===== src/ooo_pkg.sv =====
package ooo_pkg;

    //////////////////////////////
    // issue stage sizing
    //////////////////////////////

    // entries per lane, two lanes give eight in all
    localparam int IQ_LANE_SIZE = 4;
    localparam int IQ_LANES     = 2;

    // bits of each saturating age counter
    localparam int AGING_LENGTH = 4;

    // two external buses followed by the two alu result buses
    localparam int WKUP_BUSES   = 4;

    //////////////////////////////
    // basic types
    //////////////////////////////

    typedef logic [31:0] word_t;

    // reorder buffer id, also the result tag
    typedef logic [4:0] rob_id_t;

    typedef enum logic [2:0] {
        ALU_ADD = 3'd0,
        ALU_SUB = 3'd1,
        ALU_AND = 3'd2,
        ALU_OR  = 3'd3,
        ALU_XOR = 3'd4,
        ALU_SLL = 3'd5,
        ALU_SRL = 3'd6,
        ALU_SLT = 3'd7  // signed compare
    } alu_op_e;

    //////////////////////////////
    // entry contents
    //////////////////////////////

    // fields fixed from dispatch to issue, 41 bits
    typedef struct packed {
        alu_op_e op;
        rob_id_t dst_rid;
        word_t   imm;
        logic    use_imm;
    } iq_static_t;

    // source operands handed to the alu
    typedef struct packed {
        word_t rs1;
        word_t rs2;
    } operand_pair_t;

endpackage

===== src/alu_iq.sv =====
module alu_iq (
    input  logic                                              clk,
    input  logic                                              rst_n_i,
    input  logic                                              flush_i,
    input  logic            [ooo_pkg::IQ_LANES-1:0]           p_valid_i,
    input  ooo_pkg::alu_op_e [ooo_pkg::IQ_LANES-1:0]          p_op_i,
    input  ooo_pkg::rob_id_t [ooo_pkg::IQ_LANES-1:0]          p_dst_rid_i,
    input  ooo_pkg::rob_id_t [ooo_pkg::IQ_LANES-1:0][1:0]     p_src_rid_i,
    input  logic            [ooo_pkg::IQ_LANES-1:0][1:0]      p_src_ready_i,
    input  ooo_pkg::word_t  [ooo_pkg::IQ_LANES-1:0][1:0]      p_src_data_i,
    input  ooo_pkg::word_t  [ooo_pkg::IQ_LANES-1:0]           p_imm_i,
    input  logic            [ooo_pkg::IQ_LANES-1:0]           p_use_imm_i,
    output logic            [ooo_pkg::IQ_LANES-1:0]           iq_ready_o,
    input  logic            [1:0]                             wkup_valid_i,
    input  ooo_pkg::rob_id_t [1:0]                            wkup_rid_i,
    input  ooo_pkg::word_t  [1:0]                             wkup_data_i,
    output logic            [ooo_pkg::IQ_LANES-1:0]           wkup_valid_o,
    output ooo_pkg::rob_id_t [ooo_pkg::IQ_LANES-1:0]          wkup_rid_o,
    output ooo_pkg::word_t  [ooo_pkg::IQ_LANES-1:0]           wkup_data_o
);
    import ooo_pkg::*;

    logic [IQ_LANES-1:0][IQ_LANE_SIZE-1:0]                   alloc_oh;
    logic [IQ_LANES-1:0][IQ_LANE_SIZE-1:0]                   entry_valid;
    logic [IQ_LANES-1:0][IQ_LANE_SIZE-1:0]                   entry_ready;
    logic [IQ_LANES-1:0][IQ_LANE_SIZE-1:0]                   grant_oh;
    logic [IQ_LANES-1:0][IQ_LANE_SIZE-1:0][AGING_LENGTH-1:0] age;

    // external buses sit low, alu results high
    logic    [WKUP_BUSES-1:0] bus_valid;
    rob_id_t [WKUP_BUSES-1:0] bus_rid;
    word_t   [WKUP_BUSES-1:0] bus_data;

    assign bus_valid = {wkup_valid_o, wkup_valid_i};
    assign bus_rid   = {wkup_rid_o, wkup_rid_i};
    assign bus_data  = {wkup_data_o, wkup_data_i};

    iq_alloc_ctrl i_iq_alloc_ctrl (
        .clk           (clk),
        .rst_n_i       (rst_n_i),
        .flush_i       (flush_i),
        .p_valid_i     (p_valid_i),
        .grant_oh_i    (grant_oh),
        .iq_ready_o    (iq_ready_o),
        .alloc_oh_o    (alloc_oh),
        .entry_valid_o (entry_valid),
        .age_o         (age)
    );

    for (genvar l = 0; l < IQ_LANES; l++) begin : g_lane
        iq_static_t                         wr_static;
        iq_static_t                         entry_static [IQ_LANE_SIZE];
        operand_pair_t [IQ_LANE_SIZE-1:0]   entry_ops;
        iq_static_t                         issue_static;
        operand_pair_t                      issue_ops;

        assign wr_static = '{op: p_op_i[l], dst_rid: p_dst_rid_i[l],
                             imm: p_imm_i[l], use_imm: p_use_imm_i[l]};

        iq_payload_store #(.payload_t(iq_static_t)) i_static_store (
            .clk          (clk),
            .alloc_oh_i   (alloc_oh[l]),
            .wr_payload_i (wr_static),
            .payload_o    (entry_static)
        );

        operand_wakeup i_operand_wakeup (
            .clk           (clk),
            .rst_n_i       (rst_n_i),
            .alloc_oh_i    (alloc_oh[l]),
            .p_src_rid_i   (p_src_rid_i[l]),
            .p_src_ready_i (p_src_ready_i[l]),
            .p_src_data_i  (p_src_data_i[l]),
            .entry_valid_i (entry_valid[l]),
            .wkup_valid_i  (bus_valid),
            .wkup_rid_i    (bus_rid),
            .wkup_data_i   (bus_data),
            .entry_ready_o (entry_ready[l]),
            .operands_o    (entry_ops)
        );

        age_select i_age_select (
            .entry_ready_i (entry_ready[l]),
            .age_i         (age[l]),
            .grant_oh_o    (grant_oh[l])
        );

        // granted entry to the alu
        always_comb begin
            issue_static = '0;
            issue_ops    = '0;
            for (int e = 0; e < IQ_LANE_SIZE; e++) begin
                if (grant_oh[l][e]) begin
                    issue_static = entry_static[e];
                    issue_ops    = entry_ops[e];
                end
            end
        end

        alu_exec i_alu_exec (
            .clk         (clk),
            .rst_n_i     (rst_n_i),
            .flush_i     (flush_i),
            .issue_i     (grant_oh[l]),
            .static_i    (issue_static),
            .operands_i  (issue_ops),
            .res_valid_o (wkup_valid_o[l]),
            .res_rid_o   (wkup_rid_o[l]),
            .res_data_o  (wkup_data_o[l])
        );
    end

endmodule


===== src/alu_exec.sv =====
module alu_exec (
    input  logic                                 clk,
    input  logic                                 rst_n_i,
    input  logic                                 flush_i,
    input  logic [ooo_pkg::IQ_LANE_SIZE-1:0]     issue_i,
    input  ooo_pkg::iq_static_t                  static_i,
    input  ooo_pkg::operand_pair_t               operands_i,
    output logic                                 res_valid_o,
    output ooo_pkg::rob_id_t                     res_rid_o,
    output ooo_pkg::word_t                       res_data_o
);
    import ooo_pkg::*;

    word_t op_a;
    word_t op_b;
    word_t result;
    logic  fire;

    // one-hot grant from the picker, any bit issues
    assign fire = |issue_i;

    assign op_a = operands_i.rs1;
    assign op_b = static_i.use_imm ? static_i.imm : operands_i.rs2;

    always_comb begin
        case (static_i.op)
            ALU_ADD: result = op_a + op_b;
            ALU_SUB: result = op_a - op_b;
            ALU_AND: result = op_a & op_b;
            ALU_OR:  result = op_a | op_b;
            ALU_XOR: result = op_a ^ op_b;
            // shift amount from the low five bits
            ALU_SLL: result = op_a << op_b[4:0];
            ALU_SRL: result = op_a >> op_b[4:0];
            ALU_SLT: result = {31'd0, $signed(op_a) < $signed(op_b)};
            default: result = '0;
        endcase
    end

    //////////////////////////////
    // result register
    //////////////////////////////

    // flush drops whatever is in flight
    always_ff @(posedge clk) begin
        if (!rst_n_i || flush_i) begin
            res_valid_o <= 1'b0;
        end else begin
            res_valid_o <= fire;
        end
    end

    always_ff @(posedge clk) begin
        if (fire) begin
            res_rid_o  <= static_i.dst_rid;
            res_data_o <= result;
        end
    end

endmodule


===== src/age_select.sv =====
module age_select (
    input  logic [ooo_pkg::IQ_LANE_SIZE-1:0]                              entry_ready_i,
    input  logic [ooo_pkg::IQ_LANE_SIZE-1:0][ooo_pkg::AGING_LENGTH-1:0]   age_i,
    output logic [ooo_pkg::IQ_LANE_SIZE-1:0]                              grant_oh_o
);
    import ooo_pkg::*;

    localparam int IDX_W = $clog2(IQ_LANE_SIZE);

    // tree nodes, level results overwrite the low slots
    logic [IQ_LANE_SIZE-1:0]                   node_vld;
    logic [IQ_LANE_SIZE-1:0][AGING_LENGTH-1:0] node_age;
    logic [IQ_LANE_SIZE-1:0][IDX_W-1:0]        node_idx;

    // flat scan of the entries, kept apart from the tree
    logic                    chk_found;
    logic                    chk_beaten;
    logic [AGING_LENGTH-1:0] chk_age;

    always_comb begin
        for (int e = 0; e < IQ_LANE_SIZE; e++) begin
            node_vld[e] = entry_ready_i[e];
            node_age[e] = age_i[e];
            node_idx[e] = IDX_W'(e);
        end
        for (int w = IQ_LANE_SIZE / 2; w >= 1; w = w / 2) begin
            for (int n = 0; n < w; n++) begin
                // upper half wins only when strictly older
                if (node_vld[2*n+1] && (!node_vld[2*n] || node_age[2*n+1] > node_age[2*n])) begin
                    node_vld[n] = 1'b1;
                    node_age[n] = node_age[2*n+1];
                    node_idx[n] = node_idx[2*n+1];
                end else begin
                    node_vld[n] = node_vld[2*n];
                    node_age[n] = node_age[2*n];
                    node_idx[n] = node_idx[2*n];
                end
            end
        end
        grant_oh_o = '0;
        if (node_vld[0]) begin
            grant_oh_o[node_idx[0]] = 1'b1;
        end
    end

    // a ready entry beats the grant when older, or equally old at a lower index
    always_comb begin
        chk_found  = 1'b0;
        chk_beaten = 1'b0;
        chk_age    = '0;
        for (int e = 0; e < IQ_LANE_SIZE; e++) begin
            if (grant_oh_o[e]) begin
                chk_age = age_i[e];
            end
        end
        for (int e = 0; e < IQ_LANE_SIZE; e++) begin
            if (grant_oh_o[e]) begin
                chk_found = 1'b1;
            end else if (entry_ready_i[e]
                         && (age_i[e] > chk_age || (!chk_found && age_i[e] == chk_age))) begin
                chk_beaten = 1'b1;
            end
        end
    end

    // at most one grant, only to the oldest ready entry
    a_grant_oldest: assert final (
        $onehot0(grant_oh_o) && ((grant_oh_o & ~entry_ready_i) == '0)
        && ((grant_oh_o != '0) == (|entry_ready_i)) && !chk_beaten
    );

endmodule


===== src/operand_wakeup.sv =====
module operand_wakeup (
    input  logic                                         clk,
    input  logic                                         rst_n_i,
    input  logic [ooo_pkg::IQ_LANE_SIZE-1:0]             alloc_oh_i,
    input  ooo_pkg::rob_id_t [1:0]                       p_src_rid_i,
    input  logic [1:0]                                   p_src_ready_i,
    input  ooo_pkg::word_t [1:0]                         p_src_data_i,
    input  logic [ooo_pkg::IQ_LANE_SIZE-1:0]             entry_valid_i,
    input  logic [ooo_pkg::WKUP_BUSES-1:0]               wkup_valid_i,
    input  ooo_pkg::rob_id_t [ooo_pkg::WKUP_BUSES-1:0]   wkup_rid_i,
    input  ooo_pkg::word_t [ooo_pkg::WKUP_BUSES-1:0]     wkup_data_i,
    output logic [ooo_pkg::IQ_LANE_SIZE-1:0]             entry_ready_o,
    output ooo_pkg::operand_pair_t [ooo_pkg::IQ_LANE_SIZE-1:0] operands_o
);
    import ooo_pkg::*;

    rob_id_t                       src_rid_q  [IQ_LANE_SIZE][2];
    word_t                         src_data_q [IQ_LANE_SIZE][2];
    logic [IQ_LANE_SIZE-1:0][1:0]  src_rdy_q;
    logic [IQ_LANE_SIZE-1:0][1:0]  wk_hit;
    word_t                         wk_data    [IQ_LANE_SIZE][2];
    logic [1:0]                    disp_hit;
    word_t                         disp_data  [2];

    function automatic logic bus_match(input rob_id_t rid);
        logic hit;
        hit = 1'b0;
        for (int b = 0; b < WKUP_BUSES; b++) begin
            hit |= wkup_valid_i[b] && (wkup_rid_i[b] == rid);
        end
        return hit;
    endfunction

    function automatic word_t bus_value(input rob_id_t rid);
        word_t val;
        val = '0;
        for (int b = 0; b < WKUP_BUSES; b++) begin
            if (wkup_valid_i[b] && wkup_rid_i[b] == rid) begin
                val = wkup_data_i[b];
            end
        end
        return val;
    endfunction

    //////////////////////////////
    // tag match
    //////////////////////////////

    always_comb begin
        for (int s = 0; s < 2; s++) begin
            disp_hit[s]  = bus_match(p_src_rid_i[s]);
            disp_data[s] = bus_value(p_src_rid_i[s]);
        end
        for (int e = 0; e < IQ_LANE_SIZE; e++) begin
            for (int s = 0; s < 2; s++) begin
                wk_hit[e][s]  = bus_match(src_rid_q[e][s]);
                wk_data[e][s] = bus_value(src_rid_q[e][s]);
            end
            // a source woken this cycle bypasses straight to issue
            entry_ready_o[e] = entry_valid_i[e]
                             & (src_rdy_q[e][0] | wk_hit[e][0])
                             & (src_rdy_q[e][1] | wk_hit[e][1]);
            operands_o[e].rs1 = src_rdy_q[e][0] ? src_data_q[e][0] : wk_data[e][0];
            operands_o[e].rs2 = src_rdy_q[e][1] ? src_data_q[e][1] : wk_data[e][1];
        end
    end

    //////////////////////////////
    // capture
    //////////////////////////////

    always_ff @(posedge clk) begin
        if (!rst_n_i) begin
            src_rdy_q <= '0;
        end else begin
            for (int e = 0; e < IQ_LANE_SIZE; e++) begin
                if (alloc_oh_i[e]) begin
                    src_rdy_q[e] <= p_src_ready_i | disp_hit;
                end else begin
                    src_rdy_q[e] <= src_rdy_q[e] | wk_hit[e];
                end
            end
        end
    end

    always_ff @(posedge clk) begin
        for (int e = 0; e < IQ_LANE_SIZE; e++) begin
            for (int s = 0; s < 2; s++) begin
                if (alloc_oh_i[e]) begin
                    src_rid_q[e][s]  <= p_src_rid_i[s];
                    src_data_q[e][s] <= p_src_ready_i[s] ? p_src_data_i[s] : disp_data[s];
                end else if (!src_rdy_q[e][s] && wk_hit[e][s]) begin
                    src_data_q[e][s] <= wk_data[e][s];
                end
            end
        end
    end

    // a rob id is produced once, so no two buses share it
    for (genvar a = 0; a < WKUP_BUSES; a++) begin : g_bus_a
        for (genvar b = a + 1; b < WKUP_BUSES; b++) begin : g_bus_b
            a_unique_wkup_rid: assert property (
                @(posedge clk) disable iff (!rst_n_i)
                !(wkup_valid_i[a] && wkup_valid_i[b] && wkup_rid_i[a] == wkup_rid_i[b])
            );
        end
    end

endmodule


===== src/iq_payload_store.sv =====
module iq_payload_store #(
    parameter type payload_t = logic [7:0]
) (
    input  logic                              clk,
    input  logic [ooo_pkg::IQ_LANE_SIZE-1:0]  alloc_oh_i,
    input  payload_t                          wr_payload_i,
    output payload_t                          payload_o [ooo_pkg::IQ_LANE_SIZE]
);
    import ooo_pkg::*;

    // one slot per entry, written once when the entry is taken
    payload_t mem_q [IQ_LANE_SIZE];

    always_ff @(posedge clk) begin
        for (int e = 0; e < IQ_LANE_SIZE; e++) begin
            if (alloc_oh_i[e]) begin
                mem_q[e] <= wr_payload_i;
            end
        end
    end

    // all slots visible, issue mux sits outside
    assign payload_o = mem_q;

endmodule


===== src/iq_alloc_ctrl.sv =====
module iq_alloc_ctrl (
    input  logic clk,
    input  logic rst_n_i,
    input  logic flush_i,
    input  logic [ooo_pkg::IQ_LANES-1:0]                                 p_valid_i,
    input  logic [ooo_pkg::IQ_LANES-1:0][ooo_pkg::IQ_LANE_SIZE-1:0]      grant_oh_i,
    output logic [ooo_pkg::IQ_LANES-1:0]                                 iq_ready_o,
    output logic [ooo_pkg::IQ_LANES-1:0][ooo_pkg::IQ_LANE_SIZE-1:0]      alloc_oh_o,
    output logic [ooo_pkg::IQ_LANES-1:0][ooo_pkg::IQ_LANE_SIZE-1:0]      entry_valid_o,
    output logic [ooo_pkg::IQ_LANES-1:0][ooo_pkg::IQ_LANE_SIZE-1:0]
                 [ooo_pkg::AGING_LENGTH-1:0]                             age_o
);
    import ooo_pkg::*;

    logic [IQ_LANES-1:0][IQ_LANE_SIZE-1:0]                   valid_q;
    logic [IQ_LANES-1:0][IQ_LANE_SIZE-1:0][AGING_LENGTH-1:0] age_q;
    logic [IQ_LANES-1:0][IQ_LANE_SIZE-1:0]                   free_vec;
    logic [IQ_LANES-1:0][IQ_LANE_SIZE-1:0]                   lowest_free;

    //////////////////////////////
    // free entry search
    //////////////////////////////

    for (genvar l = 0; l < IQ_LANES; l++) begin : g_free
        assign free_vec[l]    = ~valid_q[l];
        // isolate the lowest set bit
        assign lowest_free[l] = free_vec[l] & (~free_vec[l] + 1'b1);
        assign iq_ready_o[l]  = |free_vec[l];
        assign alloc_oh_o[l]  = lowest_free[l] & {IQ_LANE_SIZE{p_valid_i[l]}};
    end

    assign entry_valid_o = valid_q;
    assign age_o         = age_q;

    //////////////////////////////
    // entry state
    //////////////////////////////

    // granted entries leave at the same edge they issue
    always_ff @(posedge clk) begin
        if (!rst_n_i || flush_i) begin
            valid_q <= '0;
        end else begin
            for (int l = 0; l < IQ_LANES; l++) begin
                valid_q[l] <= (valid_q[l] & ~grant_oh_i[l]) | alloc_oh_o[l];
            end
        end
    end

    // ages count up while the entry waits, stuck at all ones
    always_ff @(posedge clk) begin
        if (!rst_n_i || flush_i) begin
            age_q <= '0;
        end else begin
            for (int l = 0; l < IQ_LANES; l++) begin
                for (int e = 0; e < IQ_LANE_SIZE; e++) begin
                    if (alloc_oh_o[l][e]) begin
                        age_q[l][e] <= '0;
                    end else if (valid_q[l][e] && age_q[l][e] != '1) begin
                        age_q[l][e] <= age_q[l][e] + 1'b1;
                    end
                end
            end
        end
    end

    //////////////////////////////
    // checks
    //////////////////////////////

    for (genvar l = 0; l < IQ_LANES; l++) begin : g_chk
        // upstream holds while the lane is full
        a_no_dispatch_when_full: assert property (
            @(posedge clk) disable iff (!rst_n_i)
            p_valid_i[l] |-> iq_ready_o[l]
        );

        // picker may only grant live entries
        a_grant_valid_only: assert property (
            @(posedge clk) disable iff (!rst_n_i)
            (grant_oh_i[l] & ~valid_q[l]) == '0
        );
    end

endmodule


===== config.mk =====
export PLATFORM = sky130hd
export DESIGN_NAME = alu_iq
export DESIGN_NICKNAME = d
export VERILOG_FILES = /design/src/ooo_pkg.sv /design/src/alu_iq.sv /design/src/alu_exec.sv /design/src/age_select.sv /design/src/operand_wakeup.sv /design/src/iq_payload_store.sv /design/src/iq_alloc_ctrl.sv
export SDC_FILE = /design/constraint.sdc
export NUM_CORES = 2
export LEC_CHECK = 0
export BUFFER_PORTS_ARGS = -buffer_cell sky130_fd_sc_hd__buf_2
export CAP_MARGIN = 20
export CORE_AREA = 4 4 522 524
export DETAILED_ROUTE_END_ITERATION = 10
export DIE_AREA = 0 0 526 528
export GPL_TIMING_DRIVEN = 0
export SLEW_MARGIN = 20
export SYNTH_ARGS = -nofsm -noshare
export SYNTH_HDL_FRONTEND = slang
export SYNTH_HIERARCHICAL = 1
export SYNTH_SLANG_ARGS = --single-unit

===== constraint.sdc =====
create_clock -name clk -period 16.6 [get_ports clk]
set_clock_uncertainty 0.15 [all_clocks]
set_input_delay 0.83 -clock clk [delete_from_list [all_inputs] [get_ports clk]]
set_output_delay 0.83 -clock clk [all_outputs]
set_load 0.01 [all_outputs]

==> results_dict.tcl <==
set metrics [dict create \
    post_cts_resized 0 \
    nets 11829 \
    synth_edf_count 994 \
    dr.pass1.iters 10 \
    grtUsageMet1_pct 42.06 \
    met3_usage_pct 10.49 \
    cts-root-buf "clkbuf_16" \
    required_ns 16.97 \
    slowest_stage "buf_1" \
    fin_util_pct 39.87 \
    antenna_found_initial 106 \
    grt_pass1_wl_um 728500 \
    clk_latency_ns 0.87 \
    r2r_slack_ns 2.88 \
    status "finished, final reports clean" \
    crit_path_start_kind "flop" \
    grt_usage_pct 36.27 \
    numCtsBuffers 143 \
    cts_tree "done" \
    first_global_vias 94280 \
    synthesis.nets 11200 \
    die_h_um 528 \
    clock-sinks 1052 \
    maxSlewViolCount 0 \
    powerDensity_nw_per_um2 65.02 \
    cp.arrival_ns 14.10 \
    critical_path.endpoint_type "flop" \
    final_cell_mix "edfxtp_1 (994), nand2_1 (943), mux2i_1 (857)" \
    grt_max_degree 48 \
    p_leak_nw 37.67 \
    dp.cells 14671 \
    finalSetupViolations 0 \
    layout_min_cycle_time_ns 13.72 \
    cts-hold-fix-buffers 1 \
    irDropWorstVdd_mv 0.1051 \
    finalSetupTns_ns 0 \
    drcViolationCount 0 \
    finalCritPeriodShare_pct 82.67 \
    clockBufferDepth 4 \
    avgRoutedWirePerCell_um 35.41 \
    syn_inst 10639 \
    syn_area_um2 93440 \
    cts_setup_buffers 0 \
    final_cells 14984 \
    chipWidth_um 526 \
    layout-drive-gt1-share_pct 11.11 \
    p_total_w 0.006933 \
    num_vias 100233 \
    reg2reg_from "g_lane[1].i_alu_exec/res_rid_o[3]" \
    met2_usage_pct 54.10 \
    critPathKind "flop to flop" \
    synthTopCellsByArea "edfxtp_1 (32%), mux2i_1 (9.2%), o221ai_1 (6.1%)" \
    slew_headroom_pct 10.99 \
    pin_count 393 \
    path_max_fanout 10 \
    core_um2 267400 \
    layout_setup_ws_ns 2.876 \
    synth.largest_area_cell "edfxtp_1" \
    worstHoldStart "p_imm_i[12]" \
    synth-seq-cells 1052 \
    maxCapViolCount 0 \
    reg2regPathDepth 36 \
    rsz0062_at_grt "no" \
    vias_per_cell 6.689 \
    ys_seq_area_share_pct 33.19 \
    area_delta_synth_final_pct 14.12 \
    yosysTopAreaCellShare_pct 31.94 \
    max_clock_freq_mhz 72.87 \
    finalWirelength_um 530500 \
    hp-class "input port to flop" \
    syn_area_per_cell_um2 8.783 \
    gp_congestion 1.076 \
    ys.flop_type "edfxtp_1" \
    fillers 27310 \
    initial_core_util_pct 34.94 \
    layout_commonest_cell "edfxtp_1" \
    path_clk_slew_ns 0.06 \
    dp_hpwl_um 418300 \
    num_rows 190 \
    hold_viol_final 0 \
    place_ws_ns 3.582 \
    numPortBuffers 378 \
    htree_levels 4 \
    dieArea_um2 277700 \
    yosysWarnings 6 \
    synthArstFlopShare_pct 0 \
    busiest_layer "met2" \
    detail-route-antenna-nets 0 \
    worst_path_largest_cell_delay_ns 1.00 \
    critPathMostFrequentCell "buf_2" \
    tightest_slew_ns 1.335 \
    gr-total-overflow 0 \
    hold_depth 1 \
    regToRegEndpoint "g_lane[0].i_alu_exec/res_data_o[30]" \
    hold_path_end "g_lane[0].i_static_store/payload_o[136]" \
    drt_iter0_drc 14575 \
    yosysUniqueCellTypes 114 \
]
## routing by layer
metal  up-vias  routed length, µm  share of wire (%)
li1      42378                  -                  -
met1     48375             186000                 35
met2      7310             223600                 42
met3      2148              61990                 12
met4        22              58820                 11
met5         -                179              0.034
## power by group
group	total [W]	internal (W)	switching [W]
Clock	0.00313	0.00184	0.00129
Sequential	0.00302	0.00299	0.0000296
Combinational	0.000790	0.000212	0.000578
## worst max-delay path: cells and delay by family, from the launching register on
kind / cells / cell delay [ns]
flops: 1 / 0.70
mux: 2 / 0.71
fa+ha+maj: 2 / 0.59
compound gates: 10 / 3.28
simple gates: 11 / 3.78
xor+xnor: 2 / 0.39
buf+inv: 9 / 3.74
## final cells by class
class                   count  area [µm²]  area share [%]
well taps                3552        4444           4.168
inverters                 314        1194           1.119
diodes                     68       170.2          0.1596
repair buffers            484        3657           3.430
flip-flops and latches   1052       31010           29.08
plain buffers            1127        5244           4.917
clock inverters            75       815.8          0.7650
multi-input cells        8146       56390           52.88
clock buffers             166        3717           3.486
## state kept, by name, summed over array words and instances, names as in the netlist
register,count
g_lane.i_operand_wakeup/src_data_q,512
g_lane.i_static_store/payload_o,328
g_lane.i_operand_wakeup/src_rid_q,80
g_lane.i_alu_exec/res_data_o,64
i_iq_alloc_ctrl/age_o,32
g_lane.i_operand_wakeup/src_rdy_q,16
g_lane.i_alu_exec/res_rid_o,10
i_iq_alloc_ctrl/entry_valid_o,8
g_lane.i_alu_exec/res_valid_o,2
## worst max-delay path by stage
stage                                                  from                                   to  cells past startpoint
final                     g_lane[1].i_alu_exec/res_rid_o[3]  g_lane[0].i_alu_exec/res_data_o[30]                     36
after global routing      g_lane[1].i_alu_exec/res_rid_o[4]  g_lane[0].i_alu_exec/res_data_o[22]                     36
after CTS                 g_lane[1].i_alu_exec/res_rid_o[4]  g_lane[1].i_alu_exec/res_data_o[24]                     36
after detailed placement                      wkup_rid_i[8]  g_lane[1].i_alu_exec/res_data_o[24]                     35
after global placement                        wkup_rid_i[8]  g_lane[1].i_alu_exec/res_data_o[24]                     35
after floorplan                               wkup_rid_i[7]  g_lane[0].i_alu_exec/res_data_o[25]                     38
## cell usage after synthesis, drive strengths merged (25+ instances only)
cell	count
a21oi	542
mux2i	867
clkbuf	804
nor4	47
dfxtp	58
buf	323
nand4	36
o211ai	509
a22o	50
o31ai	29
nor2	324
nand2	943
xnor2	208
o21a	141
and3	55
a211oi	39
edfxtp	994
o22ai	236
o21ai	752
xor2	258
o221ai	655
a31oi	90
nand2b	58
or3	490
ha	242
o21bai	41
a22oi	282
inv	313
nor2b	81
or2	86
nand3	189
and2	25
nor3	555
## kinds of logic after synthesis
group                      Yosys count  synth area share (%)
AOI/OAI and AO/OA                 3590                 26.87
xor gates and xnor gates           466                 4.368
adders and majority gates          247                 3.337
buffers and inverters             1441                 6.875
DFF                               1052                 33.19
muxes                              893                 9.776
and+or+nand+nor                   2950                 15.59
## through the flow
step / cell area [µm²] / hold slack (ns)
global route: 106600 / 0.01961
global placement: 99780 / 0.3741
floorplan: 93440 / 0.3335
finish: 106600 / 0.04084
detailed placement: 101900 / 0.3718
CTS: 106400 / 0.002614
(Power assumes the default switching activity.)
